<file path="src/hw/lsu_defines.svh">
// Width and depth macros shared by the store path
// Data, address and ROB tag widths, queue depths and the cache geometry

`ifndef LSU_DEFINES_SVH
`define LSU_DEFINES_SVH

// Core data path widths
`define LSU_DATA_WIDTH  32
`define LSU_ADDR_WIDTH  32
`define LSU_TAG_WIDTH   6
`define LSU_SQ_DEPTH    8
`define LSU_MSHQ_DEPTH  2

// Data cache geometry, two ways of sixteen 32-byte lines
`define DC_LINE_WIDTH   5
`define DC_INDEX_WIDTH  4
`define DC_WAY_WIDTH    1
`define DC_TAG_WIDTH    23

`endif

</file>
<file path="src/hw/lsu_pkg.sv">
// Store op types
// Store function, data word, byte address, ROB tag and store queue slot index

`include "lsu_defines.svh"

package lsu_pkg;

    // Kind of store, which selects how many low bytes are written
    typedef enum logic [1:0] {
        SB,
        SH,
        SW
    } lsu_func_t;

    typedef logic [`LSU_DATA_WIDTH-1:0]         data_t;
    typedef logic [`LSU_ADDR_WIDTH-1:0]         addr_t;
    typedef logic [`LSU_TAG_WIDTH-1:0]          rob_tag_t;
    typedef logic [$clog2(`LSU_SQ_DEPTH)-1:0]   sq_idx_t;

endpackage

</file>
<file path="src/hw/lsu_mshq.sv">
// Miss queue for retired stores
// Circular FIFO with an occupancy count, the head entry drives the memory port

`timescale 1ns/1ps
`include "lsu_defines.svh"

module lsu_mshq
    import lsu_pkg::*;
(
    input  logic       clk,
    input  logic       n_rst,

    // Missed store from the store queue
    input  logic       i_push,
    input  addr_t      i_push_addr,
    input  data_t      i_push_data,
    input  lsu_func_t  i_push_func,
    output logic       o_full,

    // Memory write port
    input  logic       i_mem_ready,
    output logic       o_mem_wr_en,
    output addr_t      o_mem_addr,
    output data_t      o_mem_data,
    output lsu_func_t  o_mem_func
);

    localparam int PTR_W = $clog2(`LSU_MSHQ_DEPTH);
    localparam int CNT_W = $clog2(`LSU_MSHQ_DEPTH + 1);

    addr_t     q_addr [`LSU_MSHQ_DEPTH];
    data_t     q_data [`LSU_MSHQ_DEPTH];
    lsu_func_t q_func [`LSU_MSHQ_DEPTH];

    logic [PTR_W-1:0] head;
    logic [PTR_W-1:0] tail;
    logic [CNT_W-1:0] count;
    logic             pop;

    assign o_full      = (count == CNT_W'(`LSU_MSHQ_DEPTH));
    assign o_mem_wr_en = (count != '0);
    assign pop         = o_mem_wr_en && i_mem_ready;

    // The head stays on the port until memory takes it
    assign o_mem_addr = q_addr[head];
    assign o_mem_data = q_data[head];
    assign o_mem_func = q_func[head];

    // Pointers wrap naturally with a power of two depth
    always_ff @(posedge clk, negedge n_rst) begin
        if (!n_rst) begin
            head  <= '0;
            tail  <= '0;
            count <= '0;
        end else begin
            if (i_push) begin
                tail <= tail + 1'b1;
            end
            if (pop) begin
                head <= head + 1'b1;
            end
            // A push and a pop in one cycle leave the count alone
            if (i_push && !pop) begin
                count <= count + 1'b1;
            end else if (pop && !i_push) begin
                count <= count - 1'b1;
            end
        end
    end

    always_ff @(posedge clk) begin
        if (i_push) begin
            q_addr[tail] <= i_push_addr;
            q_data[tail] <= i_push_data;
            q_func[tail] <= i_push_func;
        end
    end

endmodule

</file>
<file path="config.mk">
export PLATFORM = sky130hd
export DESIGN_NAME = lsu_mshq
export DESIGN_NICKNAME = d
export VERILOG_FILES = /design/src/hw/lsu_pkg.sv /design/src/hw/lsu_mshq.sv
export VERILOG_INCLUDE_DIRS = /design/src /design/src/hw
export SDC_FILE = /design/constraint.sdc
export NUM_CORES = 1
export LEC_CHECK = 0
export BUFFER_PORTS_ARGS = -buffer_cell sky130_fd_sc_hd__buf_4
export CORE_MARGIN = 4
export CORE_UTILIZATION = 56
export DETAILED_ROUTE_END_ITERATION = 10
export GPL_ROUTABILITY_DRIVEN = 0
export HOLD_SLACK_MARGIN = 0.15
export MAX_ROUTING_LAYER = met4
export PLACE_DENSITY = 0.84
export SKIP_LAST_GASP = 1
export SLEW_MARGIN = 25
export SYNTH_ARGS = -nofsm -noshare
export SYNTH_HDL_FRONTEND = slang
export SYNTH_SLANG_ARGS = --single-unit
</file>
<file path="constraint.sdc">
create_clock -name clk -period 9.6 [get_ports clk]
set_input_delay 0.48 -clock clk [delete_from_list [all_inputs] [get_ports clk]]
set_output_delay 0.48 -clock clk [all_outputs]
set_load 0.01 [all_outputs]
</file>
# Word-level counts from Yosys, hierarchy flattened
# Memories as Yosys holds them, arrays and structs flattened.
# Cells that the tools add are included.
# W data, S select, Z words.
[op_classes]
n_addsub = 4
n_eq_ne = 1
mux = 4
reduce_logical = 7
[op_table]
columns = ["operator", "count"]
rows = [
  ["$mux W2", 2],
  ["$reduce_bool A2 Y1", 2],
  ["$logic_and A1 B1 Y1", 3],
  ["$add A1 B1 Y1 const B", 2],
  ["$add A2 B1 Y2 const B", 1],
  ["$eq A2 B2 Y1 const B", 1],
  ["$logic_not A1 Y1", 2],
  ["$mux W1", 2],
  ["$sub A2 B1 Y2 const B", 1],
]
[word_totals]
reg_bits = 4
ramBits = 132
inputBits = 70
out_inout_bits = 68
elab_cells = 22
n_memories = 3
[mem_list]
columns = ["name", "words", "word_bits", "rd", "rd_ports_with_merged_regs", "wr", "line", "source"]
rows = [
  ["q_addr", 2, 32, 1, 0, 1, "lsu_mshq.sv:31", "addr_t q_addr [`LSU_MSHQ_DEPTH];"],
  ["q_data", 2, 32, 1, 0, 1, "lsu_mshq.sv:32", "data_t q_data [`LSU_MSHQ_DEPTH];"],
  ["q_func", 2, 2, 1, 0, 1, "lsu_mshq.sv:33", "lsu_func_t q_func [`LSU_MSHQ_DEPTH];"],
]

# Longest topological paths before layout
[logic_depth]
depth_word = 5
mapped_depth = 6
mapped_depth_nobuf = 6

# Worst setup path before layout
# No wires, ideal clock.
[synth_path]
path_type = "input to register"
start = "input port i_push"
end = "memory q_addr[0][0] (netlist bit) (enable)"
setup_time_ns = 0.498
arrival_time_ns = 3.380
required_ns = 9.102
path_slack_ns = 5.722
path_stages = 1
cell_sequence = "nor2b_1"
[synth_between]
elab_chain_cells = 2
[synth_lines]
columns = ["item", "line", "source"]
rows = [
  ["start, declared", "lsu_mshq.sv:14", "input logic i_push,"],
  ["$mux W1", "lsu_mshq.sv:72", "if (i_push) begin"],
  ["$mux W1 (implied by the code)", "lsu_mshq.sv:73", "q_addr[tail] <= i_push_addr;"],
  ["end, declared", "lsu_mshq.sv:31", ""],
]
# No other way between the ends.

# Worst setup path after layout
[layout_path]
start = "register head"
end = "output port o_mem_data[17]"
[layout_between]
elab_chain_cells = 1
[layout_lines]
columns = ["item", "line", "source"]
rows = [
  ["start, declared", "lsu_mshq.sv:35", "logic [PTR_W-1:0] head;"],
  ["start signal, assigned", "lsu_mshq.sv:60", "head <= head + 1'b1;"],
  ["$mem_v2 Z2 W32", "--", ""],
  ["end, declared", "lsu_mshq.sv:24", "output data_t o_mem_data,"],
]
# No other way between the ends.

==> results.cfg <==
[place]
io_buffers = 137
dp.cells = 460
placed_cell_area_mm2 = 0.006193
dp_hpwl_um = 5565
dpl_worst_slack_ns = 7.375

[power_and_ir_drop]
p_clk_share_pct = 30.1
irDropWorstVdd_mv = 0.1639
p_leak_nw = 2.917
combPwrFrac_pct = 30.1
finalPower_mw = 2.132
power_density_mw_per_mm2 = 287.5
p_seq_share_pct = 39.8
p_int_mw = 1.548
power.switching_mw = 0.5835
swShare_pct = 27.37

[die]
core-area_mm2 = 0.008763
chipWidth_um = 103.1
die_y_um = 103.1
io_pins = 138
die_area_mm2 = 0.01063
start_util_pct = 57.80
rows = 34

[clock_network]
clock_latency_ns = 0.49
ctsResizeCount = 0
cts_sinks = 136
root_buffer = clkbuf_8
clk_pin_slew_ns = 0.06
numCtsBuffers = 17
clock_path_buffers = 2
h-tree-depth = 4
cts_tree = yes

[drt]
drt-total-wl_um = 10610
drt.antenna.violating_nets = 0
post-route-drc-count = 0
drt_iter0_markers = 105
viasPerCell = 5.016
dr.pass1.iters = 5
avgRoutedWirePerCell_um = 19.18
num_vias = 2774

[min_path]
hp-start = i_push_data[10]
holdPathEnd = q_data[0][10]
worst_hold_path_type = primary input to flip-flop
whs_path_depth = 1

[sta]
maxSlewHeadroom_pct = 38.70
slew_viol_final = 0
setup_violations = 0
worst_hold_slack_ns = 0.1753
period_share_pct = 26.31
worstMarginPinSlew_ns = 0.9195
hold_violations = 0
setup-tns-final_ns = 0
period_minus_slack_ns = 2.525
clock.fmax_ghz = 0.3960
setup_ws_ns = 7.075
rsz0062_at_grt = false
fin_skew_ns = 0.006871

[global_routing]
grt_use_total_pct = 17.86
grt_max_degree = 68
overflow = 0
grt_pass1_wl_um = 13540
grt_pass1_vias = 2699
antenna_found_initial = 0

[final_layout]
final_nets = 503
fillerInstances = 388
seqCellArea_mm2 = 0.004068
fin_cells = 553
area_growth_pct = 46.39
multi_input_area_um2 = 954.7
layout-drive-gt1-share_pct = 53.71
final_cell_mix = buf_4 (138), edfxtp_1 (132), dlygate4sd3_1 (60)
diodes = 0
final_util_pct = 84.61
final_common_cell = buf_4
final_area_mm2 = 0.007415

[setup_path]
crit_type = flip-flop to primary output
r2r_cells = 2
crit_arrival_ns = 2.05
crit_fanout = 44
crit_path_start_kind = flip-flop
r2r_slack_ns = 7.61
required_ns = 9.12
r2r-start = tail
worst_setup_path_end_kind = primary output
rr_endpoint = q_addr[0][2]

[synthesis]
yosysWarningCount = 0
syn_avg_cell_area_um2 = 22.92
syn_nets = 292
synthesis.area_mm2 = 0.005065
yosys.area.top_type = edfxtp_1
syn_inst = 221
synthDistinctLibCells = 15
synth_top_area_share_pct = 78.26
synth-seq-cells = 136
synth.yosys.seq_area_share_pct = 80.24
synthTopCellsByArea = edfxtp_1 (78%), mux2_4 (8.9%), mux2_2 (8.0%)

[job]
cap_viol_max_count = 0

[run_status]
outcome = finished, final reports clean
==> cell type report <==
| cell class | instances | area share, % |
|---|---|---|
| clock inverter | 15 | 2.413 |
| timing repair buffer | 199 | 22.44 |
| clock buffer | 17 | 5.586 |
| sequential | 136 | 54.86 |
| multi-input combinational | 78 | 12.88 |
| tap | 108 | 1.822 |
==> synth_stat cells (all sizes together) <==
master and n:
xor2 3, or2 1, xnor2 2, ha 1, nor2b 2, and2 1
nor2 1, edfxtp 132, nand2 1, dfrtp 4, buf 7, mux2 66
==> critical path, stage by stage (launching register included) <==
cell     delay [ns]
dfrtp_4        0.65
buf_16         0.31
mux2_2         0.40
buf_4          0.15
==> state kept, by name, summed over array words and instances, names as in the netlist <==
register  count
tail          1
q_func        4
head          1
q_addr       64
q_data       64
count         2
==> kinds of logic after synthesis <==
group	synth area share [%]
flip-flops	80.24
multiplexers	16.90
buffers and inverters	1.112
AND/OR/NAND/NOR	0.6423
XOR/XNOR	0.8648
adder cells (fa/ha/maj)	0.2470
==> worst max-delay path by stage <==
stage                           to    from  cells past startpoint
floorplan             q_addr[0][0]  i_push                      1
global placement    o_mem_data[17]    head                      2
detailed placement   q_data[0][27]  i_push                      3
CTS                 o_mem_data[17]    head                      2
global route         o_mem_addr[2]    head                      3
finish              o_mem_data[17]    head                      3
==> metal layers <==
metal	up-vias	part of all wire, %	GRT usage (%)	wire [µm]
met5	-	0	-	0
met1	1353	40	22.06	4228
li1	1296	-	-	-
met2	112	52	27.92	5566
met4	0	1.3	4.681	133
met3	13	6.4	6.901	679
==> power by group through the flow <==
stage / clock network, mW / registers (mW) / logic (mW)
after floorplan: 0 / 0.832 / 0.384
after global placement: 0 / 0.892 / 0.564
after detailed placement: 0 / 0.901 / 0.568
after CTS: 0.643 / 0.889 / 0.575
after global routing: 0.680 / 0.858 / 0.687
final: 0.642 / 0.848 / 0.642
==> timing repair <==
item                      4_1_cts  5_1_grt
hold buffers                   11       49
setup buffers                   0        0
hold endpoints to repair       20       95
Power figures use the tool's default switching activity.
