**config.mk**
```make
export PLATFORM = sky130hd
export DESIGN_NAME = lsu_store_id
export DESIGN_NICKNAME = d
export VERILOG_FILES = /design/src/hw/lsu_pkg.sv /design/src/hw/lsu_store_id.sv
export VERILOG_INCLUDE_DIRS = /design/src /design/src/hw
export SDC_FILE = /design/constraint.sdc
export NUM_CORES = 1
export LEC_CHECK = 0
export BUFFER_PORTS_ARGS = -buffer_cell sky130_fd_sc_hd__buf_2
export CORE_UTILIZATION = 37
export DETAILED_ROUTE_END_ITERATION = 7
export HOLD_SLACK_MARGIN = 0.05
export PLACE_DENSITY = 0.75
export SYNTH_ARGS = -nofsm -noshare
export SYNTH_HDL_FRONTEND = slang
export SYNTH_SLANG_ARGS = --single-unit
```
**constraint.sdc**
```tcl
create_clock -name clk -period 0.8 [get_ports clk]
set_input_delay 0.04 -clock clk [delete_from_list [all_inputs] [get_ports clk]]
set_output_delay 0.04 -clock clk [all_outputs]
set_load 0.1 [all_outputs]
```
**src/hw/lsu_defines.svh**
```systemverilog
// Width and depth macros shared by the store path
// Data, address and ROB tag widths, queue depths and the cache geometry

`ifndef LSU_DEFINES_SVH
`define LSU_DEFINES_SVH

// Core data path widths
`define LSU_DATA_WIDTH  32
`define LSU_ADDR_WIDTH  32
`define LSU_TAG_WIDTH   6
`define LSU_SQ_DEPTH    8
`define LSU_MSHQ_DEPTH  2

// Data cache geometry, two ways of sixteen 32-byte lines
`define DC_LINE_WIDTH   5
`define DC_INDEX_WIDTH  4
`define DC_WAY_WIDTH    1
`define DC_TAG_WIDTH    23

`endif

```
**src/hw/lsu_pkg.sv**
```systemverilog
// Store op types
// Store function, data word, byte address, ROB tag and store queue slot index

`include "lsu_defines.svh"

package lsu_pkg;

    // Kind of store, which selects how many low bytes are written
    typedef enum logic [1:0] {
        SB,
        SH,
        SW
    } lsu_func_t;

    typedef logic [`LSU_DATA_WIDTH-1:0]         data_t;
    typedef logic [`LSU_ADDR_WIDTH-1:0]         addr_t;
    typedef logic [`LSU_TAG_WIDTH-1:0]          rob_tag_t;
    typedef logic [$clog2(`LSU_SQ_DEPTH)-1:0]   sq_idx_t;

endpackage

```
**src/hw/lsu_store_id.sv**
```systemverilog
// Store issue stage
// Effective address adder and the register that feeds store queue allocation

`timescale 1ns/1ps

module lsu_store_id
    import lsu_pkg::*;
(
    input  logic       clk,
    input  logic       n_rst,
    input  logic       i_flush,

    // Store from the reservation station
    input  logic       i_issue_en,
    input  addr_t      i_issue_base,
    input  addr_t      i_issue_offset,
    input  data_t      i_issue_data,
    input  rob_tag_t   i_issue_tag,
    input  lsu_func_t  i_issue_func,

    // Registered store towards the store queue
    output logic       o_alloc_en,
    output addr_t      o_alloc_addr,
    output data_t      o_alloc_data,
    output rob_tag_t   o_alloc_tag,
    output lsu_func_t  o_alloc_func
);

    addr_t eff_addr;

    // Effective address is base plus offset, carry out is dropped
    assign eff_addr = i_issue_base + i_issue_offset;

    // Valid bit of the stage, a flush throws the held store away
    always_ff @(posedge clk, negedge n_rst) begin
        if (!n_rst) begin
            o_alloc_en <= 1'b0;
        end else if (i_flush) begin
            o_alloc_en <= 1'b0;
        end else begin
            o_alloc_en <= i_issue_en;
        end
    end

    // Payload only moves when a store is issued
    always_ff @(posedge clk) begin
        if (i_issue_en) begin
            o_alloc_addr <= eff_addr;
            o_alloc_data <= i_issue_data;
            o_alloc_tag  <= i_issue_tag;
            o_alloc_func <= i_issue_func;
        end
    end

endmodule

```
## Word-level counts from Yosys, hierarchy flattened

Cells that the tools add are included.

- Register bits: 73
- Input bits: 108
- Output and inout port bits: 73
- Word-level logic and storage cells: 7

- Add/subtract/negate cells: 1
- Muxes and demuxes: 1

Operators by type and width:

| cell | count |
|---|---|
| 32-bit adder | 1 |
| 1-bit two-way mux | 1 |

## Depth between registers and ports, before layout

Gate-level depths: netlist (run 1).

- Depth after elaboration: 1
- Mapped depth: 9
- Gate-level depth less buffers: 9

## Worst setup path after synthesis (run 1)

OpenSTA, ideal clock, no wires.

- Path kind: input to register
- From: input i_issue_base[0]
- To: register o_alloc_addr[26] (data pin)
- Library setup time: 265 ps
- Arrival time: 1,838 ps
- Required time: 535 ps
- Path slack: -1,303 ps
- Stages on the path: 9
- Path buffers: 0
- Cell sequence: ha_1 > fa_1 > a21o_1 > a31o_1 > nand2_1 > o221ai_1 > a311oi_1 > o21bai_1 > xor2_1

- Longest elaborated chain between the ends: 1

Ends and longest elaborated chain:

| element | RTL line | source |
|---|---|---|
| from (decl) | lsu_store_id.sv:15 | `input addr_t i_issue_base,` |
| 32-bit adder | lsu_store_id.sv:32 | `assign eff_addr = i_issue_base + i_issue_offset;` |
| net eff_addr[26] | lsu_store_id.sv:29 | `addr_t eff_addr;` |
| to (signal assigned) | lsu_store_id.sv:48 | `o_alloc_addr <= eff_addr;` |
| to (decl) | lsu_store_id.sv:23 | `output addr_t o_alloc_addr,` |

The timed path passes the listed nets, and every way through them passes these cells.
A chain may end at the register's enable or synchronous reset.

## Final worst setup path (run 1)

Same ends and word-level chain as after synthesis.

==> results.py, run 1 <==
metrics = {
    "critical_path": {
        "startpoint": "i_issue_base[0]",
        "worstSetupStartpointType": "input port",
        "crit_buf_inv": 1,
        "path_class": "input port to flip-flop",
        "crit_path_top_delay_cell": "fa_2",
        "crit_fanout": 4,
        "crit_path_max_incr_delay_ns": 0.36,
        "crit_chain": "buf_6, ha_4, fa_2, a21o_1, a31o_4, nand2_4, o221ai_4, a311oi_2, o21bai_1, xor2_1",
        "cp.arrival_ns": 1.99,
        "cpLargestDelayFamily": "compound AO/OA/AOI/OAI gates",
        "worstSetupEndpointType": "flip-flop",
        "cp_data_required_time_ns": 0.88,
    },
    "place": {
        "io_buffers": 180,
        "preCtsSetupSlack_ns": -1.369,
        "gp_congestion": 0.9019,
        "post-dp-hpwl_um": 10320,
    },
    "logic_synthesis": {
        "synth_most_common_cell": "edfxtp_1",
        "seq_area_frac_synth_pct": 55.49,
        "yosys_warnings": 0,
        "ys.flop_type": "edfxtp_1",
        "synth_cells": 314,
        "synth_edf_count": 72,
        "ys_ff_latch": 73,
        "synth_top_area_cell": "edfxtp_1",
        "yosysTopAreaCellShare_pct": 54.86,
        "ys_top_cells_by_area": "edfxtp_1 55%, ha_1 9.8%, a21oi_1 3.7%",
        "syn_nets": 454,
        "synthesis.area_mm2": 0.003941,
        "avgSynthCellArea_um2": 12.55,
        "async_flop_share_pct": 1.370,
        "yosys-top-cells-count": "72 x edfxtp_1, 31 x ha_1, 29 x a21oi_1, 19 x a21o_1, 19 x nand2_1",
        "synth_cell_type_count": 53,
    },
    "pwr": {
        "p_switching_w": 0.007192,
        "p_int_w": 0.009457,
        "power_w": 0.01665,
        "combPwrFrac_pct": 53.0,
        "max-vdd-ir-drop_mv": 1.076,
        "sequentialPowerShare_pct": 31.4,
        "powerDensity_mw_per_mm2": 2009,
        "pwr-share-clk_pct": 15.5,
        "p_leak_nw": 3.580,
        "sw_frac_of_total_pct": 43.20,
    },
    "sta": {
        "period_share_pct": 239.4,
        "finalSetupViolCount": 103,
        "slew_viol_final": 0,
        "holdWs_ns": -0.001889,
        "min_period_ns": 1.915,
        "worst_pin_slew_ns": 0.3774,
        "timing.fmax_mhz": 522.1,
        "slew_headroom_pct": 74.61,
        "setup_tns_ns": -41.35,
        "fin_ws_ns": -1.115,
        "finalHoldViolations": 1,
        "rsz0062_at_grt": "true",
    },
    "detailed_routing": {
        "first_pass_iters": 5,
        "drcViolationCount": 0,
        "vias": 4450,
        "wl_per_cell_um": 24.25,
        "vias_per_cell": 5.647,
        "drt_wl_total_um": 19110,
        "drt_iter0_drc": 506,
        "ant_nets": 0,
    },
    "global_routing": {
        "grt.overflow.total": 0,
        "grt_max_degree": 35,
        "antenna_found_initial": 0,
        "grt_pass1_wl_um": 24230,
        "gr-usage-all-layers_pct": 28.86,
        "grt_pass1_vias": 4299,
    },
    "finish": {
        "fill_cells": 492,
        "diodes": 0,
        "drive_gt1_share_pct": 60.12,
        "fin_util_pct": 80.26,
        "syn2layout_area_growth_pct": 110.2,
        "fin_nets": 787,
    },
    "floorplan": {
        "die_w_um": 105.2,
        "die-area_mm2": 0.01107,
        "start_util_pct": 38.18,
        "coreArea_mm2": 0.01032,
        "rows": 37,
        "pin_count": 181,
        "fp.dieH_um": 105.2,
    },
    "min_path": {
        "hp-start": "i_issue_offset[0]",
        "hold_path.class": "input port to flip-flop",
    },
    "run_status": {
        "failed_checks": "hold timing, setup timing",
        "status": "finished, violations left",
    },
    "clock_tree": {
        "root_buffer": "clkbuf_8",
        "cts.htree.levels": 3,
        "cts_tree": "built",
        "clk_pin_slew_ns": 0.08,
        "clock-sinks": 73,
        "cts.path.max_buffers": 2,
        "ctsHoldBuffers": 43,
        "numCtsBuffers": 9,
    },
    "flow_run": {
        "drv_cap": 0,
    },
}
-- per-layer routing --
| metal | wire length [µm] | up-vias | global-route usage (%) |
|---|---|---|---|
| li1 | - | 1883 | - |
| met1 | 6599 | 2114 | 32.85 |
| met2 | 9761 | 351 | 53.62 |
| met3 | 1564 | 102 | 4.762 |
| met4 | 1186 | 0 | 11.17 |
| met5 | 0 | - | 0 |
-- cell families (layout without fill, tap and decap cells) --
group                    count (synthesis)  in the layout  synth area share [%]
AO/OA/AOI/OAI                           97             97                 17.59
flip-flops                              73             73                 55.49
AND/OR/NAND/NOR                         66             66                 8.191
adder cells (fa/ha/maj)                 32             32                 10.35
XOR/XNOR                                28             28                 6.222
buffers and inverters                   16            354                 1.651
multiplexers                             2              2                0.5080
-- registers in the layout, indices dropped and copies added (netlist names) --
name	flops
o_alloc_data	32
o_alloc_func	2
o_alloc_en	1
o_alloc_addr	32
o_alloc_tag	6
-- path summary, 6_finish.rpt --
path,end,depth (start not counted),slack (ns)
max,o_alloc_addr[26]$_DFFE_PP_,10,-1.12
min,o_alloc_addr[0]$_DFFE_PP_,2,-0.002
max in group asynchronous,o_alloc_en$_DFF_PN0_,3,0.14
min in group asynchronous,o_alloc_en$_DFF_PN0_,3,0.54
-- power by group through the flow --
stage	registers, W	logic (W)	clock network [W]
floorplan	0.00813	0.00152	0
global placement	0.00522	0.00755	0
detailed placement	0.00524	0.00770	0
CTS	0.00516	0.00819	0.00238
global route	0.00527	0.00903	0.00272
finish	0.00524	0.00883	0.00258
-- cells in the final DEF (no fill, tap or decap), types with 5 or more instances in the layout --
master and instances:
a21oi_4 7, nand4_1 7, buf_12 75, clkbuf_8 9, o21ai_1 7, buf_2 91
ha_4 17, xnor2_1 9, a21o_1 19, a21oi_1 7, a21oi_2 15, o21ai_0 5
buf_6 33, edfxtp_1 72, nand2_1 14, xor2_1 14, buf_4 89, ha_1 12
dlygate4sd3_1 43, nand3_1 5, nor2_1 11
-- layout make-up --
class	instances	area (µm²)	area share (%)
repair buffers	332	3442	41.54
multi-input cells	225	2307	27.85
well taps	136	170.2	2.054
inverters	6	22.52	0.2718
clock inverters	4	20.02	0.2416
flip-flops and latches	73	2188	26.41
clock buffers	12	135.1	1.631
-- stage by stage --
stage	cell area, µm²	std cells
after global routing	8285	788
final	8285	788
after CTS	8021	776
after floorplan	4313	314
after global placement	7064	704
after detailed placement	7064	704
-- what timing repair did --
action	CTS	global route
endpoints found under the hold margin	43	1
setup buffers	14	18
endpoints found under the setup margin	103	103
gates resized for setup	49	39
pin swaps	34	30
(Power assumes the default switching activity.)
==> run 2, diff against run 1 <==
clock period = 2.5 ns   (was 0.8 ns; I/O delays follow)
==> results.py, run 2 (synthesized netlist as in run 1, its figures left out) <==
metrics = {
    "run_status": {
        "status": "complete, no violations",
    },
    "floorplan": {
        "pin_count": 181,
        "fp.dieH_um": 105.2,
        "coreArea_mm2": 0.01032,
        "die-area_mm2": 0.01107,
        "die_w_um": 105.2,
        "rows": 37,
        "start_util_pct": 38.18,
    },
    "sta": {
        "rsz0062_at_grt": "false",
        "setup_tns_ns": 0,
        "min_period_ns": 2.075,
        "slew_viol_final": 0,
        "finalHoldViolations": 0,
        "finalSetupViolCount": 0,
        "worst_pin_slew_ns": 0.5526,
        "period_share_pct": 82.98,
        "slew_headroom_pct": 62.21,
        "timing.fmax_mhz": 482.0,
    },
    "min_path": {
        "hold_path.class": "input port to asynchronous set/reset pin",
    },
    "pwr": {
        "powerDensity_mw_per_mm2": 747.6,
        "max-vdd-ir-drop_mv": 0.3856,
        "p_leak_nw": 2.558,
    },
    "global_routing": {
        "grt_max_degree": 28,
        "grt_pass1_vias": 3437,
        "antenna_found_initial": 0,
        "grt.overflow.total": 0,
        "gr-usage-all-layers_pct": 19.01,
        "grt_pass1_wl_um": 16280,
    },
    "critical_path": {
        "cp_data_required_time_ns": 2.59,
        "cp.arrival_ns": 2.16,
        "path_class": "input port to flip-flop",
        "crit_fanout": 4,
        "worstSetupEndpointType": "flip-flop",
        "worstSetupStartpointType": "input port",
    },
    "detailed_routing": {
        "drt_wl_total_um": 10290,
        "ant_nets": 0,
        "drt_iter0_drc": 144,
        "drcViolationCount": 0,
        "first_pass_iters": 5,
        "vias_per_cell": 4.973,
        "wl_per_cell_um": 14.89,
        "vias": 3436,
    },
    "finish": {
        "layout_commonest_cell": "buf_2",
        "diodes": 0,
        "final_cell_mix": "180 x buf_2, 72 x edfxtp_1, 42 x dlygate4sd3_1, 31 x ha_1, 29 x a21oi_1",
        "fin_util_pct": 55.00,
        "instances_no_fill": 691,
        "fin_nets": 690,
        "multi_input_area_mm2": 0.001689,
        "syn2layout_area_growth_pct": 44.06,
        "drive_gt1_share_pct": 39.10,
        "reg.largest.list": "o_alloc_addr (32), o_alloc_data (32), o_alloc_tag (6)",
        "seqCellArea_mm2": 0.002187,
        "design_area_mm2": 0.005678,
        "fill_cells": 849,
    },
    "clock_tree": {
        "clk_pin_slew_ns": 0.08,
        "cts.htree.levels": 3,
        "post-cts-setup-buffer-count": 0,
        "cts_resized": 0,
        "ctsHoldBuffers": 42,
        "cts_tree": "built",
        "root_buffer": "clkbuf_8",
        "cts.path.max_buffers": 2,
        "clock-sinks": 73,
        "numCtsBuffers": 9,
    },
    "place": {
        "io_buffers": 180,
        "post-dp-hpwl_um": 7612,
        "place_area_mm2": 0.005067,
        "gp_congestion": 0.9141,
        "place_inst": 633,
    },
    "flow_run": {
        "drv_cap": 0,
    },
}
==> run 2: path summary, 6_finish.rpt <==
| check | from | end | cells past startpoint |
|---|---|---|---|
| max | i_issue_base[0] | o_alloc_addr[10]$_DFFE_PP_ | 10 |
| min | n_rst | o_alloc_en$_DFF_PN0_ | 2 |
| max in group asynchronous | n_rst | o_alloc_en$_DFF_PN0_ | 2 |
| min in group clk | i_issue_offset[0] | o_alloc_addr[0]$_DFFE_PP_ | 2 |
==> run 2: power breakdown <==
| part | internal, W | switching, W | leakage [nW] |
|---|---|---|---|
| clock network | 0.000417 | 0.000432 | 0.0842 |
| logic | 0.000415 | 0.00142 | 1.76 |
| registers | 0.00152 | 0.0000353 | 0.718 |
==> run 2: metrics by stage <==
stage | hold slack [ns] | setup WS, ns | total power [W]
floorplan | -0.1706 | 0.3119 | 0.002995
global placement | -0.1007 | 0.1019 | 0.003340
detailed placement | -0.09795 | 0.06133 | 0.003361
CTS | 0.05374 | 0.4420 | 0.004264
global route | 0.07471 | 0.2713 | 0.004407
finish | 0.07257 | 0.4254 | 0.004245
==> run 2: layer usage <==
| metal | wire [µm] | global-route usage, % | vias to the layer above |
|---|---|---|---|
| li1 | - | - | 1687 |
| met1 | 4148 | 21.74 | 1569 |
| met2 | 5243 | 33.18 | 155 |
| met3 | 574 | 3.154 | 25 |
| met4 | 325 | 11.67 | 0 |
| met5 | 0 | 0 | - |
==> run 2: area by class of cell <==
cell class,instances,share of cell area (%)
clock buffers,11,2.666
clock inverters,5,0.6831
inverters,6,0.3967
multi-input cells,225,29.75
flip-flops and latches,73,38.52
well taps,136,2.997
repair buffers,235,24.99
==> run 2: worst max-delay path: stages <==
cell,delay (ns)
buf_2,0.10
ha_1,0.23
fa_1,0.41
a21o_1,0.23
a31o_1,0.27
a21o_1,0.19
a21oi_1,0.23
o21bai_1,0.10
a21oi_1,0.18
xnor2_1,0.10
