$ cat src/hw/lsu_defines.svh
// Width and depth macros shared by the store path
// Data, address and ROB tag widths, queue depths and the cache geometry

`ifndef LSU_DEFINES_SVH
`define LSU_DEFINES_SVH

// Core data path widths
`define LSU_DATA_WIDTH  32
`define LSU_ADDR_WIDTH  32
`define LSU_TAG_WIDTH   6
`define LSU_SQ_DEPTH    8
`define LSU_MSHQ_DEPTH  2

// Data cache geometry, two ways of sixteen 32-byte lines
`define DC_LINE_WIDTH   5
`define DC_INDEX_WIDTH  4
`define DC_WAY_WIDTH    1
`define DC_TAG_WIDTH    23

`endif

$ cat src/hw/lsu_pkg.sv
// Store op types
// Store function, data word, byte address, ROB tag and store queue slot index

`include "lsu_defines.svh"

package lsu_pkg;

    // Kind of store, which selects how many low bytes are written
    typedef enum logic [1:0] {
        SB,
        SH,
        SW
    } lsu_func_t;

    typedef logic [`LSU_DATA_WIDTH-1:0]         data_t;
    typedef logic [`LSU_ADDR_WIDTH-1:0]         addr_t;
    typedef logic [`LSU_TAG_WIDTH-1:0]          rob_tag_t;
    typedef logic [$clog2(`LSU_SQ_DEPTH)-1:0]   sq_idx_t;

endpackage

$ cat src/hw/dc_pkg.sv
// Data cache geometry types
// Set index, line tag, way, word offset and the data array word address

`include "lsu_defines.svh"

package dc_pkg;

    typedef logic [`DC_INDEX_WIDTH-1:0]   dc_index_t;
    typedef logic [`DC_TAG_WIDTH-1:0]     dc_tag_t;
    typedef logic [`DC_WAY_WIDTH-1:0]     dc_way_t;

    // Word inside a line, byte offset bits 1:0 are dropped
    typedef logic [`DC_LINE_WIDTH-3:0]    dc_word_t;

    // Data array address is set, then way, then word
    typedef logic [`DC_INDEX_WIDTH+`DC_WAY_WIDTH+`DC_LINE_WIDTH-3:0] dc_array_addr_t;

endpackage

$ cat src/hw/lsu_sq.sv
// Store queue
// Slot array with allocation into the lowest free slot and retire by ROB tag
// Cache lookup of the retiring store, byte merge, cache write and miss push

`timescale 1ns/1ps
`include "lsu_defines.svh"

module lsu_sq
    import lsu_pkg::*;
    import dc_pkg::*;
(
    input  logic            clk,
    input  logic            n_rst,
    input  logic            i_flush,

    // Allocation from the issue stage
    input  logic            i_alloc_en,
    input  addr_t           i_alloc_addr,
    input  data_t           i_alloc_data,
    input  rob_tag_t        i_alloc_tag,
    input  lsu_func_t       i_alloc_func,

    // Retire request from the ROB
    input  logic            i_rob_retire_en,
    input  rob_tag_t        i_rob_retire_tag,

    // Lookup result from the data cache and miss queue state
    input  logic            i_dc_hit,
    input  dc_way_t         i_dc_way,
    input  data_t           i_dc_data,
    input  logic            i_mshq_full,

    output logic            o_sq_full,
    output logic            o_rob_retire_stall,

    // Cache lookup and store write
    output dc_index_t       o_dc_index,
    output dc_tag_t         o_dc_tag,
    output logic            o_dc_write_en,
    output dc_array_addr_t  o_dc_write_addr,
    output data_t           o_dc_write_data,

    // Retiring store, shared by the miss queue and the load queue
    output logic            o_miss_push,
    output addr_t           o_retire_addr,
    output lsu_func_t       o_retire_func,
    output logic            o_retire_hit,
    output logic            o_retire_en,
    output data_t           o_retire_data
);

    // Slot payload has no reset, the valid vector says what is live
    addr_t     slot_addr [`LSU_SQ_DEPTH];
    data_t     slot_data [`LSU_SQ_DEPTH];
    rob_tag_t  slot_tag  [`LSU_SQ_DEPTH];
    lsu_func_t slot_func [`LSU_SQ_DEPTH];

    logic [`LSU_SQ_DEPTH-1:0] slot_valid;
    logic [`LSU_SQ_DEPTH-1:0] empty;
    logic [`LSU_SQ_DEPTH-1:0] alloc_sel;
    logic [`LSU_SQ_DEPTH-1:0] retire_sel;

    sq_idx_t retire_slot;
    logic    allocating;
    logic    retiring;
    data_t   old_word;
    addr_t   ret_addr;
    data_t   ret_data;

    assign empty = ~slot_valid;

    // Lowest set bit of the empty vector picks the allocation slot
    assign alloc_sel  = empty & (~empty + 1'b1);
    assign allocating = i_alloc_en && (|empty);

    // Full leaves room for the store that still sits in the issue stage
    // Clearing the lowest bit leaves zero when at most one slot is empty
    assign o_sq_full = ((empty & (empty - 1'b1)) == '0);

    // Only one live slot may carry the retiring tag
    always_comb begin
        for (int i = 0; i < `LSU_SQ_DEPTH; i++) begin
            retire_sel[i] = slot_valid[i] && (slot_tag[i] == i_rob_retire_tag);
        end
    end

    // One-hot to binary, OR of the indices of the set bits
    always_comb begin
        retire_slot = '0;
        for (int i = 0; i < `LSU_SQ_DEPTH; i++) begin
            if (retire_sel[i]) begin
                retire_slot = retire_slot | sq_idx_t'(i);
            end
        end
    end

    assign ret_addr = slot_addr[retire_slot];
    assign ret_data = slot_data[retire_slot];

    // Split the store address into the cache tag, set and word fields
    assign o_dc_index = ret_addr[`DC_INDEX_WIDTH+`DC_LINE_WIDTH-1:`DC_LINE_WIDTH];
    assign o_dc_tag   = ret_addr[`LSU_ADDR_WIDTH-1 -: `DC_TAG_WIDTH];

    // A miss needs a free miss queue entry, otherwise the ROB is held
    assign o_rob_retire_stall = i_rob_retire_en && !i_dc_hit && i_mshq_full;
    assign retiring           = i_rob_retire_en && !o_rob_retire_stall;

    // The cache word counts as zero when the line is not present
    assign old_word = i_dc_hit ? i_dc_data : '0;

    // Byte merge, the store replaces only its low bytes
    always_comb begin
        case (slot_func[retire_slot])
            SB:      o_retire_data = {old_word[`LSU_DATA_WIDTH-1:8], ret_data[7:0]};
            SH:      o_retire_data = {old_word[`LSU_DATA_WIDTH-1:16], ret_data[15:0]};
            default: o_retire_data = ret_data;
        endcase
    end

    assign o_dc_write_en   = retiring && i_dc_hit;
    assign o_dc_write_addr = {o_dc_index, i_dc_way, ret_addr[`DC_LINE_WIDTH-1:2]};
    assign o_dc_write_data = o_retire_data;

    assign o_miss_push   = retiring && !i_dc_hit;
    assign o_retire_en   = retiring;
    assign o_retire_addr = ret_addr;
    assign o_retire_func = slot_func[retire_slot];
    assign o_retire_hit  = i_dc_hit;

    // Valid bits are set on allocation and cleared on retire or flush
    always_ff @(posedge clk, negedge n_rst) begin
        if (!n_rst) begin
            slot_valid <= '0;
        end else if (i_flush) begin
            slot_valid <= '0;
        end else begin
            for (int i = 0; i < `LSU_SQ_DEPTH; i++) begin
                if (allocating && alloc_sel[i]) begin
                    slot_valid[i] <= 1'b1;
                end else if (retiring && retire_sel[i]) begin
                    slot_valid[i] <= 1'b0;
                end
            end
        end
    end

    // Payload of a newly allocated store
    always_ff @(posedge clk) begin
        for (int i = 0; i < `LSU_SQ_DEPTH; i++) begin
            if (allocating && alloc_sel[i]) begin
                slot_addr[i] <= i_alloc_addr;
                slot_data[i] <= i_alloc_data;
                slot_tag[i]  <= i_alloc_tag;
                slot_func[i] <= i_alloc_func;
            end
        end
    end

endmodule

$ cat config.mk
export PLATFORM = sky130hd
export DESIGN_NAME = lsu_sq
export DESIGN_NICKNAME = d
export VERILOG_FILES = /design/src/hw/lsu_pkg.sv /design/src/hw/dc_pkg.sv /design/src/hw/lsu_sq.sv
export VERILOG_INCLUDE_DIRS = /design/src /design/src/hw
export SDC_FILE = /design/constraint.sdc
export NUM_CORES = 1
export LEC_CHECK = 0
export BUFFER_PORTS_ARGS = -buffer_cell sky130_fd_sc_hd__clkbuf_2
export CAP_MARGIN = 10
export CELL_PAD_IN_SITES_DETAIL_PLACEMENT = 0
export CELL_PAD_IN_SITES_GLOBAL_PLACEMENT = 2
export CORE_MARGIN = 2
export CORE_UTILIZATION = 45
export CTS_CLUSTER_SIZE = 12
export DETAILED_ROUTE_END_ITERATION = 7
export PLACE_DENSITY = 0.92
export SETUP_SLACK_MARGIN = 0.2
export SYNTH_ARGS = -nofsm -noshare
export SYNTH_HDL_FRONTEND = slang
export SYNTH_SLANG_ARGS = --single-unit
$ cat constraint.sdc
create_clock -name clk -period 11.2 [get_ports clk]
set_clock_uncertainty 0.05 [all_clocks]
set_input_delay 0.56 -clock clk [delete_from_list [all_inputs] [get_ports clk]]
set_output_delay 0.56 -clock clk [all_outputs]
set_load 0.1 [all_outputs]
## After elaboration in Yosys (flattened, before gate mapping)

Memory sizes are Yosys's and may differ from the RTL's.
Cells that the tools add are included.

- Bits of input ports: 118
- RAM bits: 576
- Latch bits: 0
- Logic and storage cells: 224
- Register bits after elaboration: 8
- Memories kept: 4
- ROM bits: 0
- Output and inout port bits: 139

- Equal/unequal tests: 9
- Mux-type cells: 126
- Add/sub/neg operators: 2
- $lt $le $gt $ge: 0
- Div/mod/pow operators: 0
- Reduce and logical (&&, ||, !) cells: 71
- Shifts and indexed selects: 0
- Multipliers: 0
- Bitwise gates (word level): 4

Memories:

| memory | depth | width | rd ports | clocked after Yosys merged registers in | wr ports | RTL line | RTL |
|---|---|---|---|---|---|---|---|
| slot_addr | 8 | 32 | 1 | 0 | 1 | lsu_sq.sv:53 | `` addr_t slot_addr [`LSU_SQ_DEPTH]; `` |
| slot_data | 8 | 32 | 1 | 0 | 1 | lsu_sq.sv:54 | `` data_t slot_data [`LSU_SQ_DEPTH]; `` |
| slot_tag | 8 | 6 | 8 | 0 | 1 | lsu_sq.sv:55 | `` rob_tag_t slot_tag [`LSU_SQ_DEPTH]; `` |
| slot_func | 8 | 2 | 1 | 0 | 1 | lsu_sq.sv:56 | `` lsu_func_t slot_func [`LSU_SQ_DEPTH]; `` |

Operator list:

| operator | count |
|---|---|
| two-way mux 32 bit | 15 |
| OR reduction 32 bit | 14 |
| two-way mux 3 bit | 32 |
| case mux 32 bit (2 select lines) | 1 |
| two-way mux 1 bit | 61 |
| == test 6 bit | 8 |
| two-way mux 6 bit | 7 |
| OR reduction 6 bit | 7 |
| logical AND 1 bit | 30 |
| nonzero test 3 bit | 8 |
| two-way mux 2 bit | 9 |
| AND 8 bit | 2 |
| NOT 8 bit | 2 |
| OR reduction 2 bit | 7 |
| adder 8 x 1 -> 8 bit, second input constant | 1 |
| zero test 8 bit | 1 |
| two-way mux 8 bit | 1 |
| OR reduction 8 bit | 1 |
| subtractor 8 x 1 -> 8 bit, second input constant | 1 |
| == test 2 x 1 -> 1 bit, second input constant | 1 |
| zero test 1 bit | 2 |
| zero test 2 bit | 1 |

## Depth between registers and ports, before layout

Gate-level depths: netlist (run 1).

- Depth in word-level cells: 15
- Depth in mapped cells: 13
- Gate-level depth less buffers: 8

## Worst setup path before layout (run 1)

No wires, ideal clock.

- Path kind: reg2reg
- Start point: register slot_valid[0]
- End point: memory slot_addr[3][0] in the netlist's numbering (enable)
- Buffers on the path: 0
- Required time: 10541 ps
- Setup time: 609 ps
- Arrival time: 5964 ps
- Period minus slack after synthesis: 6623 ps
- Slack: 4577 ps
- Stages on the path, launching flop included: 3
- Cell sequence: dfrtp_1 and3_1 nor3b_1

- Longest elaborated chain between the ends: 15
- Elaborated cells between the ends (all ways): 51
- Those cells by class: 1 x add/sub; 30 x mux; 3 x bitwise; 17 x reduce/logical

Ends and longest elaborated chain:

| element | RTL line | RTL |
|---|---|---|
| start, declared | lsu_sq.sv:58 | `` logic [`LSU_SQ_DEPTH-1:0] slot_valid; `` |
| start signal, assigned | lsu_sq.sv:133 | `slot_valid <= '0;` |
| start signal, assigned | lsu_sq.sv:135 | `slot_valid <= '0;` |
| start signal, assigned by index | lsu_sq.sv:139 | `slot_valid[i] <= 1'b1;` |
| NOT 8 bit (*) | lsu_sq.sv:70 | `assign empty = ~slot_valid;` |
| NOT 8 bit | lsu_sq.sv:73 | `assign alloc_sel = empty & (~empty + 1'b1);` |
| adder 8 x 1 -> 8 bit | lsu_sq.sv:73 |  |
| AND 8 bit | lsu_sq.sv:73 |  |
| logical AND 1 bit | lsu_sq.sv:150 | `if (allocating && alloc_sel[i]) begin` |
| two-way mux 1 bit | lsu_sq.sv:150 |  |
| two-way mux 1 bit (not written as such) | lsu_sq.sv:151 | `slot_addr[i] <= i_alloc_addr;` |
| OR reduction 32 bit (no line) | n/a |  |
| two-way mux 3 bit (no line) or two-way mux 1 bit (tied branches) (7 in series) | n/a |  |
| end, declared | lsu_sq.sv:53 |  |

Every way passes the cells marked *; elsewhere a longest branch is shown, timed or not.

==> results.py, run 1 <==
metrics = {
    "outcome": {
        "status": "finished, final reports clean",
    },
    "drt": {
        "wl_per_cell_um": 21.73,
        "first_pass_iters": 5,
        "final_antenna_net_count": 0,
        "drcViolationCount": 0,
        "drt_first_iter_violations": 1223,
        "viasPerCell": 5.665,
        "drt-total-wl_um": 53110,
        "vias": 13850,
    },
    "sta": {
        "setup_violations": 0,
        "worst_pin_slew_ns": 1.180,
        "max_freq_ghz": 0.1577,
        "fin_crit_ns": 6.340,
        "max_slew_margin_pct": 21.33,
        "rsz0062_at_grt": "no",
        "setup_tns_ns": 0,
        "finalCritPeriodShare_pct": 56.61,
        "finalMaxSlewViolations": 0,
        "finalHoldViolCount": 0,
    },
    "critical_path": {
        "cp_max_fo": 66,
        "cp.arrival_ns": 5.73,
        "rrSetupSlack_ns": 7.89,
        "worstRegToRegCells": 7,
        "worstReg2RegEnd": "slot_data[2][21]",
        "cp-end-kind": "primary output",
        "required_ns": 10.59,
        "startpoint_type": "flip-flop",
        "crit_type": "reg -> out",
        "r2r-start": "slot_valid[0]",
    },
    "synth": {
        "syn-cell-area_um2": 23400,
        "yosys_warnings": 0,
        "synth_flop_cell": "edfxtp_1",
        "synth_edf_count": 576,
        "synth.net_count": 1702,
        "avgSynthCellArea_um2": 14.78,
        "yosysSeqAreaShare_pct": 74.76,
        "yosysUniqueCellTypes": 45,
        "synth_seq_cells": 584,
        "synthArstFlopShare_pct": 1.370,
        "postSynthCellCount": 1584,
    },
    "clock_network": {
        "htreeDepth": 2,
        "clkTransAtPathRegs_ns": 0.06,
        "postCtsSetupBuffers": 0,
        "cts_tree": "done",
        "clock_sinks": 584,
        "clk_latency_ns": 0.60,
        "clock_path_buffers": 3,
        "numCtsBuffers": 58,
        "root_buffer": "clkbuf_16",
    },
    "grt": {
        "antenna_found_initial": 5,
        "gr-total-overflow": 0,
        "grt_pass1_wl_um": 79630,
        "grt_max_degree": 198,
        "grt_pass1_vias": 13530,
        "grtUsageTotal_pct": 19.50,
    },
    "placed_design": {
        "placedCellCount": 2353,
        "hpwl_um": 28070,
        "io_buffers": 246,
        "gp_congestion": 0.7488,
    },
    "final_layout": {
        "final_common_cell": "edfxtp_1",
        "final_cells": 2444,
        "nets": 1852,
        "layout_common_cells": "edfxtp_1, nand2_1, clkbuf_2",
        "syn2layout_area_growth_pct": 12.96,
        "final_layout_size_suffix_gt1_share_pct": 20.87,
    },
    "power_and_ir_drop": {
        "p_per_area_nw_per_um2": 175.3,
        "vdd_drop_max_mv": 0.1648,
        "p_leak_nw": 9.075,
    },
    "flow_run": {
        "maxCapViolCount": 0,
    },
    "floorplan": {
        "rows": 83,
        "dieHeight_um": 232.1,
        "num_io_pins": 257,
        "core_um2": 51410,
        "start_util_pct": 45.53,
        "dieArea_um2": 53850,
        "die_w_um": 232.1,
    },
    "hold_path": {
        "hp-start": "i_alloc_addr[31]",
        "min_to": "slot_addr[6][31]",
        "holdPathStages": 1,
        "hold_path.class": "in -> reg",
    },
}
how the worst max path moves through the flow:
stage | endpoint | from | slack [ns] | cells past startpoint
after floorplan | slot_addr[3][0] | slot_valid[0] | 4.58 | 2
after detailed placement | o_dc_write_data[11] | i_rob_retire_tag[1] | 4.99 | 11
after CTS | o_dc_write_data[11] | slot_tag[0][7] | 4.79 | 10
after global routing | o_dc_write_data[11] | slot_tag[0][7] | 4.72 | 10
after global placement | o_dc_write_data[11] | i_rob_retire_tag[1] | 5.15 | 11
final | o_dc_write_data[11] | slot_tag[0][7] | 4.86 | 10
flip-flops by register name, indices dropped and copies added (netlist names):
signal / cells
slot_tag: 48
slot_addr: 256
slot_data: 256
slot_func: 16
slot_valid: 8
routing by layer:
layer / routed length (µm) / share of wire, % / GRT usage [%]
met1: 21310 / 40 / 25.39
met2: 26820 / 50 / 33.28
met3: 3780 / 7.1 / 3.536
met4: 1136 / 2.1 / 6.050
met5: 65 / 0.12 / 0
through the flow:
stage	worst slack, ns	util [%]	cell area, µm²	hold slack [ns]	total power [mW]
finish	4.860	51.43	26440	0.1754	4.635
global route	4.723	51.42	26430	0.1710	4.765
CTS	4.793	51.42	26430	0.1392	4.670
detailed placement	4.987	48.12	24740	0.3720	2.921
global placement	5.155	48.12	24740	0.3683	2.913
floorplan	4.577	-	23400	0.2144	2.849
critical path, stage by stage, from the launching register on:
cell      delay (ns)
edfxtp_1        0.38
xnor2_1         0.20
nand4_1         0.15
nor4_2          0.57
or2_4           0.82
buf_4           0.75
o22ai_1         0.15
o21a_1          0.26
o211ai_4        0.50
mux2i_1         0.63
clkbuf_2        0.57
layout make-up:
class / count / area, µm²
clock inverter: 16 / 117.6
inverter: 5 / 18.77
multi-input combinational: 813 / 4925
antenna: 1 / 2.502
sequential: 584 / 17500
fill: 4203 / 24970
clock buffer: 73 / 1572
tap: 680 / 850.8
timing repair buffer: 272 / 1454
logic make-up after synthesis:
group / Yosys count / share of synthesized area [%]
DFF: 584 / 74.76
and+or+nand+nor: 458 / 8.784
AOI/OAI and AO/OA: 278 / 8.586
buffers and inverters: 187 / 4.523
xor gates and xnor gates: 48 / 1.893
muxes: 28 / 1.411
adders and majority gates: 1 / 0.04277
synthesized netlist by cell type (2+ instances only):
cell / count / area share [%]
edfxtp_1: 576 / 74
nand2_1: 284 / 4.6
nand3_1: 129 / 2.8
o221ai_1: 129 / 4.8
a21oi_1: 71 / 1.5
buf_4: 71 / 2.3
a31oi_1: 64 / 1.7
clkbuf_1: 58 / 0.93
buf_2: 27 / 0.58
mux2i_1: 24 / 1.0
xnor2_1: 23 / 0.86
xor2_1: 22 / 0.82
buf_1: 19 / 0.30
nor2_1: 9 / 0.14
dfrtp_1: 8 / 0.86
nand4_1: 8 / 0.21
buf_6: 6 / 0.29
a211oi_1: 5 / 0.16
inv_1: 5 / 0.080
and3_1: 4 / 0.11
nor4_1: 4 / 0.11
nor4_4: 4 / 0.36
and2_1: 3 / 0.080
mux4_2: 3 / 0.29
nor4_2: 3 / 0.16
xor2_2: 3 / 0.21
nor2b_1: 2 / 0.053
nor3b_1: 2 / 0.064
or4_1: 2 / 0.064
timing repair:
item,in CTS,in global routing
hold endpoints to repair,8,0
hold buffers,1,0
resized for setup,0,0
where the power goes:
group | internal [mW] | switching, mW | leakage (nW)
Combinational | 0.0664 | 0.360 | 2.91
Clock | 1.02 | 0.745 | 0.825
Sequential | 2.44 | 0.00939 | 5.34
Total | 3.52 | 1.11 | 9.08
Note: power is estimated with default switching activity, not from simulation.
==> run 2: changes to the inputs <==
CORE_UTILIZATION = 42   (was 45)
PLACE_DENSITY = 0.88   (was 0.92)
clock period = 6.13 ns   (was 11.2 ns; I/O delays follow)
==> results.py, run 2 (synthesis results as in run 1) <==
metrics = {
    "final_layout": {
        "final_layout_size_suffix_gt1_share_pct": 20.15,
        "reg_top3": "slot_addr: 256 flops, slot_data: 256 flops, slot_tag: 48 flops",
        "layout_common_cells": "edfxtp_1, nand2_1, clkbuf_2",
        "fin_util_pct": 49.60,
        "final_cell_area_um2": 27330,
        "syn2layout_area_growth_pct": 16.76,
        "nets": 1925,
        "final_common_cell": "edfxtp_1",
    },
    "sta": {
        "finalMaxSlewViolations": 0,
        "setup_violations": 0,
        "worst_slack_ns": 1.396,
        "finalHoldViolCount": 0,
        "worst_pin_slew_ns": 1.202,
        "setup_tns_ns": 0,
        "finalCritPeriodShare_pct": 77.22,
        "fin_crit_ns": 4.734,
        "max_slew_margin_pct": 19.89,
        "max_freq_ghz": 0.2113,
        "rsz0062_at_grt": "no",
    },
    "hold_path": {
        "holdPathStages": 1,
        "hold_path.class": "in -> reg",
    },
    "power_and_ir_drop": {
        "vdd_drop_max_mv": 0.3023,
        "power.total_mw": 8.585,
        "p_per_area_nw_per_um2": 314.2,
        "p_leak_nw": 9.400,
    },
    "floorplan": {
        "core_um2": 55090,
        "dieHeight_um": 240.1,
        "die_w_um": 240.1,
        "rows": 86,
        "num_io_pins": 257,
        "dieArea_um2": 57630,
        "start_util_pct": 42.48,
    },
    "drt": {
        "drt_first_iter_violations": 959,
        "viasPerCell": 5.420,
        "drcViolationCount": 0,
        "drt-total-wl_um": 54340,
        "first_pass_iters": 5,
        "final_antenna_net_count": 0,
        "wl_per_cell_um": 20.92,
        "vias": 14080,
    },
    "outcome": {
        "status": "finished, final reports clean",
    },
    "placed_design": {
        "io_buffers": 246,
        "hpwl_um": 28410,
        "dp_slack_ns": 1.726,
        "gp_congestion": 0.7607,
        "place_area_um2": 24860,
    },
    "critical_path": {
        "cp_max_fo": 90,
        "worstRegToRegCells": 6,
        "crit_type": "reg -> out",
        "cp.arrival_ns": 4.38,
        "startpoint_type": "flip-flop",
        "required_ns": 5.77,
        "cp-end-kind": "primary output",
    },
    "clock_network": {
        "root_buffer": "clkbuf_16",
        "clock_path_buffers": 3,
        "ctsResizeCount": 0,
        "clkTransAtPathRegs_ns": 0.06,
        "clk_latency_ns": 0.60,
        "htreeDepth": 2,
        "cts_tree": "done",
        "clock_sinks": 584,
        "numCtsBuffers": 59,
    },
    "grt": {
        "antenna_found_initial": 5,
        "grt_pass1_vias": 14270,
        "gr-total-overflow": 0,
        "grt_max_degree": 193,
        "grt_pass1_wl_um": 82330,
        "grtUsageTotal_pct": 18.79,
    },
    "flow_run": {
        "maxCapViolCount": 0,
    },
}
-- run 2: changes by cell type in the layout (fill, tap and decap cells not counted), sizes merged --
cell and change:
diode +2, inv +2, clkbuf +14, dlygate4sd3 +70, buf +2, clkinv -5
-- run 2: layout make-up --
cell class                      count  area, µm²
Inverter                            5      18.77
Antenna cell                        3      7.507
Tap cell                          748      935.9
Clock buffer                       87       1634
Fill cell                        4684      27770
Clock inverter                     13      115.1
Timing Repair Buffer              344       2182
Sequential cell                   584      17500
Multi-Input combinational cell    813       4935
-- run 2: metrics by stage --
stage / cells / hold WS [ns]
4_1_cts: 2594 / 0.005699
5_1_grt: 2597 / 0.01441
2_1_floorplan: 1584 / -0.03909
6_report: 2597 / 0.01754
3_3_place_gp: 2423 / 0.1181
3_5_place_dp: 2423 / 0.1158
-- run 2: report_power, final --
| group | internal (mW) | switching [mW] |
|---|---|---|
| clock | 1.91 | 1.39 |
| combinational | 0.150 | 0.667 |
| sequential | 4.45 | 0.0170 |
| total | 6.51 | 2.07 |
-- run 2: per-layer routing --
layer | global-route usage (%) | part of all wire [%]
met1 | 24.01 | 42
met2 | 33.04 | 50
met3 | 3.088 | 6.1
met4 | 5.289 | 1.6
met5 | 0 | 0.057
-- run 2: worst max-delay path: stages, from the launching register on --
cell	delay, ns
edfxtp_1	0.38
xnor2_1	0.14
nand4_1	0.20
nor4_4	0.11
nor4_4	0.66
buf_4	0.90
o221ai_1	0.30
a21oi_1	0.22
a31oi_1	0.09
mux2i_1	0.22
clkbuf_2	0.49
-- run 2: final timing paths --
check	start	endpoint	slack [ns]
worst max register to register	slot_valid[0]	slot_addr[7][7]	3.05
worst max-delay path	slot_tag[1][18]	o_retire_data[26]	1.40
min in group asynchronous	n_rst	slot_valid[3]	0.03
worst min-delay path	i_alloc_tag[4]	slot_tag[1][10]	0.02
worst min register to register	slot_tag[0][5]	slot_valid[0]	0.61
max in group asynchronous	n_rst	slot_valid[7]	5.81
-- run 2: timing repair --
action	CTS	global route
setup buffers	0	0
endpoints found under the hold margin	568	0
hold buffers	71	0
==> run 3: changes to the inputs <==
ABC_AREA = 1   (was unset)
CORE_UTILIZATION = 39   (was 42)
PLACE_DENSITY = 0.87   (was 0.88)
clock period = 4.84 ns   (was 6.13 ns; I/O delays follow)
==> results.py, run 3 <==
metrics = {
    "floorplan": {
        "core_um2": 62970,
        "dieHeight_um": 255.9,
        "die_w_um": 255.9,
        "start_util_pct": 39.31,
        "num_io_pins": 257,
        "dieArea_um2": 65500,
        "rows": 92,
    },
    "power_and_ir_drop": {
        "power.total_mw": 10.93,
        "p_per_area_nw_per_um2": 377.4,
        "vdd_drop_max_mv": 0.2862,
        "p_leak_nw": 11.27,
    },
    "clock_network": {
        "numCtsBuffers": 59,
        "postCtsSetupBuffers": 0,
        "clock_path_buffers": 3,
        "root_buffer": "clkbuf_16",
        "htreeDepth": 2,
        "clkTransAtPathRegs_ns": 0.05,
        "cts_tree": "done",
        "clk_latency_ns": 0.60,
        "clock_sinks": 584,
    },
    "sta": {
        "setup_violations": 0,
        "finalMaxSlewViolations": 0,
        "finalHoldViolCount": 0,
        "rsz0062_at_grt": "no",
        "finalCritPeriodShare_pct": 86.21,
        "fin_crit_ns": 4.173,
        "max_slew_margin_pct": 37.74,
        "setup_tns_ns": 0,
        "worst_pin_slew_ns": 0.9339,
        "max_freq_ghz": 0.2397,
    },
    "outcome": {
        "status": "finished, final reports clean",
    },
    "critical_path": {
        "cp-end-kind": "primary output",
        "r2r-start": "slot_valid[0]",
        "worstReg2RegEnd": "slot_addr[5][15]",
        "cp.arrival_ns": 3.88,
        "cp_max_fo": 192,
        "crit_type": "reg -> out",
        "cp_top_family": "simple AND/OR/NAND/NOR gates",
        "required_ns": 4.55,
        "cp_slowest_cell": "buf_12",
        "slowest_delay_ns": 0.58,
        "cp_cell_sequence": "inv_1 > nor2_1 > nand3_1 > nor2_1 > nor2_4 > nand2_8 > buf_12 > nand2_1 > o21ai_1 > nand2_1 > nand2_1 > nand2_1 > nand2_1 > nand2_1 > nand2_1 > clkbuf_2",
        "worstRegToRegCells": 11,
        "crit_buf_inv": 3,
        "rrSetupSlack_ns": 1.44,
        "crit_top_cell": "nand2_1",
        "startpoint_type": "flip-flop",
    },
    "hold_path": {
        "hp-start": "i_rob_retire_en",
        "hold_path.class": "in -> reg",
        "holdPathStages": 6,
        "min_to": "slot_valid[1]",
    },
    "flow_run": {
        "maxCapViolCount": 0,
    },
    "grt": {
        "grt_pass1_vias": 15590,
        "grt_pass1_wl_um": 89530,
        "antenna_found_initial": 4,
        "grt_max_degree": 193,
        "gr-total-overflow": 0,
        "grtUsageTotal_pct": 17.59,
    },
    "final_layout": {
        "final_layout_size_suffix_gt1_share_pct": 15.31,
        "fin_util_pct": 45.98,
        "final_cells": 3292,
        "reg_top3": "slot_addr: 256 flops, slot_data: 256 flops, slot_tag: 48 flops",
        "layout_common_cells": "nand2_1, edfxtp_1, clkbuf_2",
        "final_common_cell": "nand2_1",
        "syn2layout_area_growth_pct": 16.97,
        "nets": 2528,
    },
    "synth": {
        "synth_area_leaders": "edfxtp_1, nand2_1, o21ai_0, nor2_1, buf_4",
        "ys_top_cells_by_count": "nand2_1, edfxtp_1, nor2_1",
        "synth.net_count": 2299,
        "synth_flop_cell": "edfxtp_1",
        "synth_top_area_share_pct": 69.88,
        "synth_edf_count": 576,
        "yosys.area.top_type": "edfxtp_1",
        "synthArstFlopShare_pct": 1.370,
        "syn-cell-area_um2": 24750,
        "avgSynthCellArea_um2": 11.35,
        "synth_seq_cells": 584,
        "synth_most_common_cell": "nand2_1",
        "yosys_warnings": 0,
        "yosysUniqueCellTypes": 36,
        "postSynthCellCount": 2181,
        "yosysSeqAreaShare_pct": 70.69,
    },
    "drt": {
        "first_pass_iters": 5,
        "drt_first_iter_violations": 1005,
        "wl_per_cell_um": 17.87,
        "drt-total-wl_um": 58830,
        "vias": 16060,
        "viasPerCell": 4.878,
        "drcViolationCount": 0,
        "final_antenna_net_count": 0,
    },
    "placed_design": {
        "hpwl_um": 31760,
        "gp_congestion": 0.7816,
        "placedCellCount": 3119,
        "io_buffers": 246,
    },
}
[run 3: how the worst max path moves through the flow]
| stage | start | endpoint | cells past startpoint |
|---|---|---|---|
| global placement | i_rob_retire_tag[4] | o_dc_write_data[21] | 19 |
| floorplan | slot_valid[0] | slot_addr[6][0] | 6 |
| global route | slot_valid[5] | o_retire_data[9] | 15 |
| finish | slot_valid[1] | o_retire_data[25] | 16 |
| CTS | slot_valid[1] | o_dc_write_data[21] | 16 |
| detailed placement | i_rob_retire_tag[4] | o_dc_write_data[21] | 19 |
[run 3: per-stage QoR]
| stage | worst slack, ns | instance area, µm² | hold WS, ns |
|---|---|---|---|
| 2_1_floorplan | 0.4550 | 24760 | -0.1036 |
| 6_report | 0.6673 | 28950 | 0.1079 |
| 3_3_place_gp | 1.169 | 26450 | 0.06148 |
| 4_1_cts | 0.6420 | 28950 | 0.06605 |
| 3_5_place_dp | 1.121 | 26450 | 0.06272 |
| 5_1_grt | 0.3654 | 28950 | 0.1180 |
[run 3: where the power goes]
group	internal [mW]	total (mW)	switching (mW)
clock	2.39	4.16	1.77
sequential	5.64	5.66	0.0176
combinational	0.224	1.11	0.881
total	8.26	10.9	2.67
[run 3: metal layers]
layer	vias up	GRT usage, %	part of all wire [%]
met2	393	31.20	50
li1	7814	-	-
met5	-	0	0.041
met3	90	3.020	5.1
met4	4	5.133	2.3
met1	7758	22.04	43
[run 3: worst reg2reg max path, cell delays in order, from the launching register on]
cell and delay, ns:
dfrtp_1 0.43, nand2_1 0.11, nor2_1 0.06, inv_1 0.09, nor3_1 0.07, nand2_1 0.17
nor2_1 0.09, a21oi_1 0.39, nand3_1 0.20, clkinv_2 0.17, buf_4 0.72, buf_4 0.51
[run 3: area by class of cell]
class	count	area, µm²
Antenna cell	3	7.507
Clock buffer	73	1550
Clock inverter	21	183.9
Fill cell	5738	34010
Inverter	117	452.9
Multi-Input combinational cell	1301	5644
Sequential cell	584	17500
Tap cell	846	1059
Timing Repair Buffer	347	2560
[run 3: cell families after synthesis]
logic type | count (synthesis) | synth area share, %
AOI/OAI and AO/OA | 301 | 6.546
xor gates and xnor gates | 7 | 0.2477
buffers and inverters | 296 | 6.632
DFF | 584 | 70.69
and+or+nand+nor | 993 | 15.89
[run 3: what timing repair did]
item	4_1_cts	5_1_grt
gates resized for setup	0	0
endpoints found under the hold margin	592	0
hold buffers	76	0
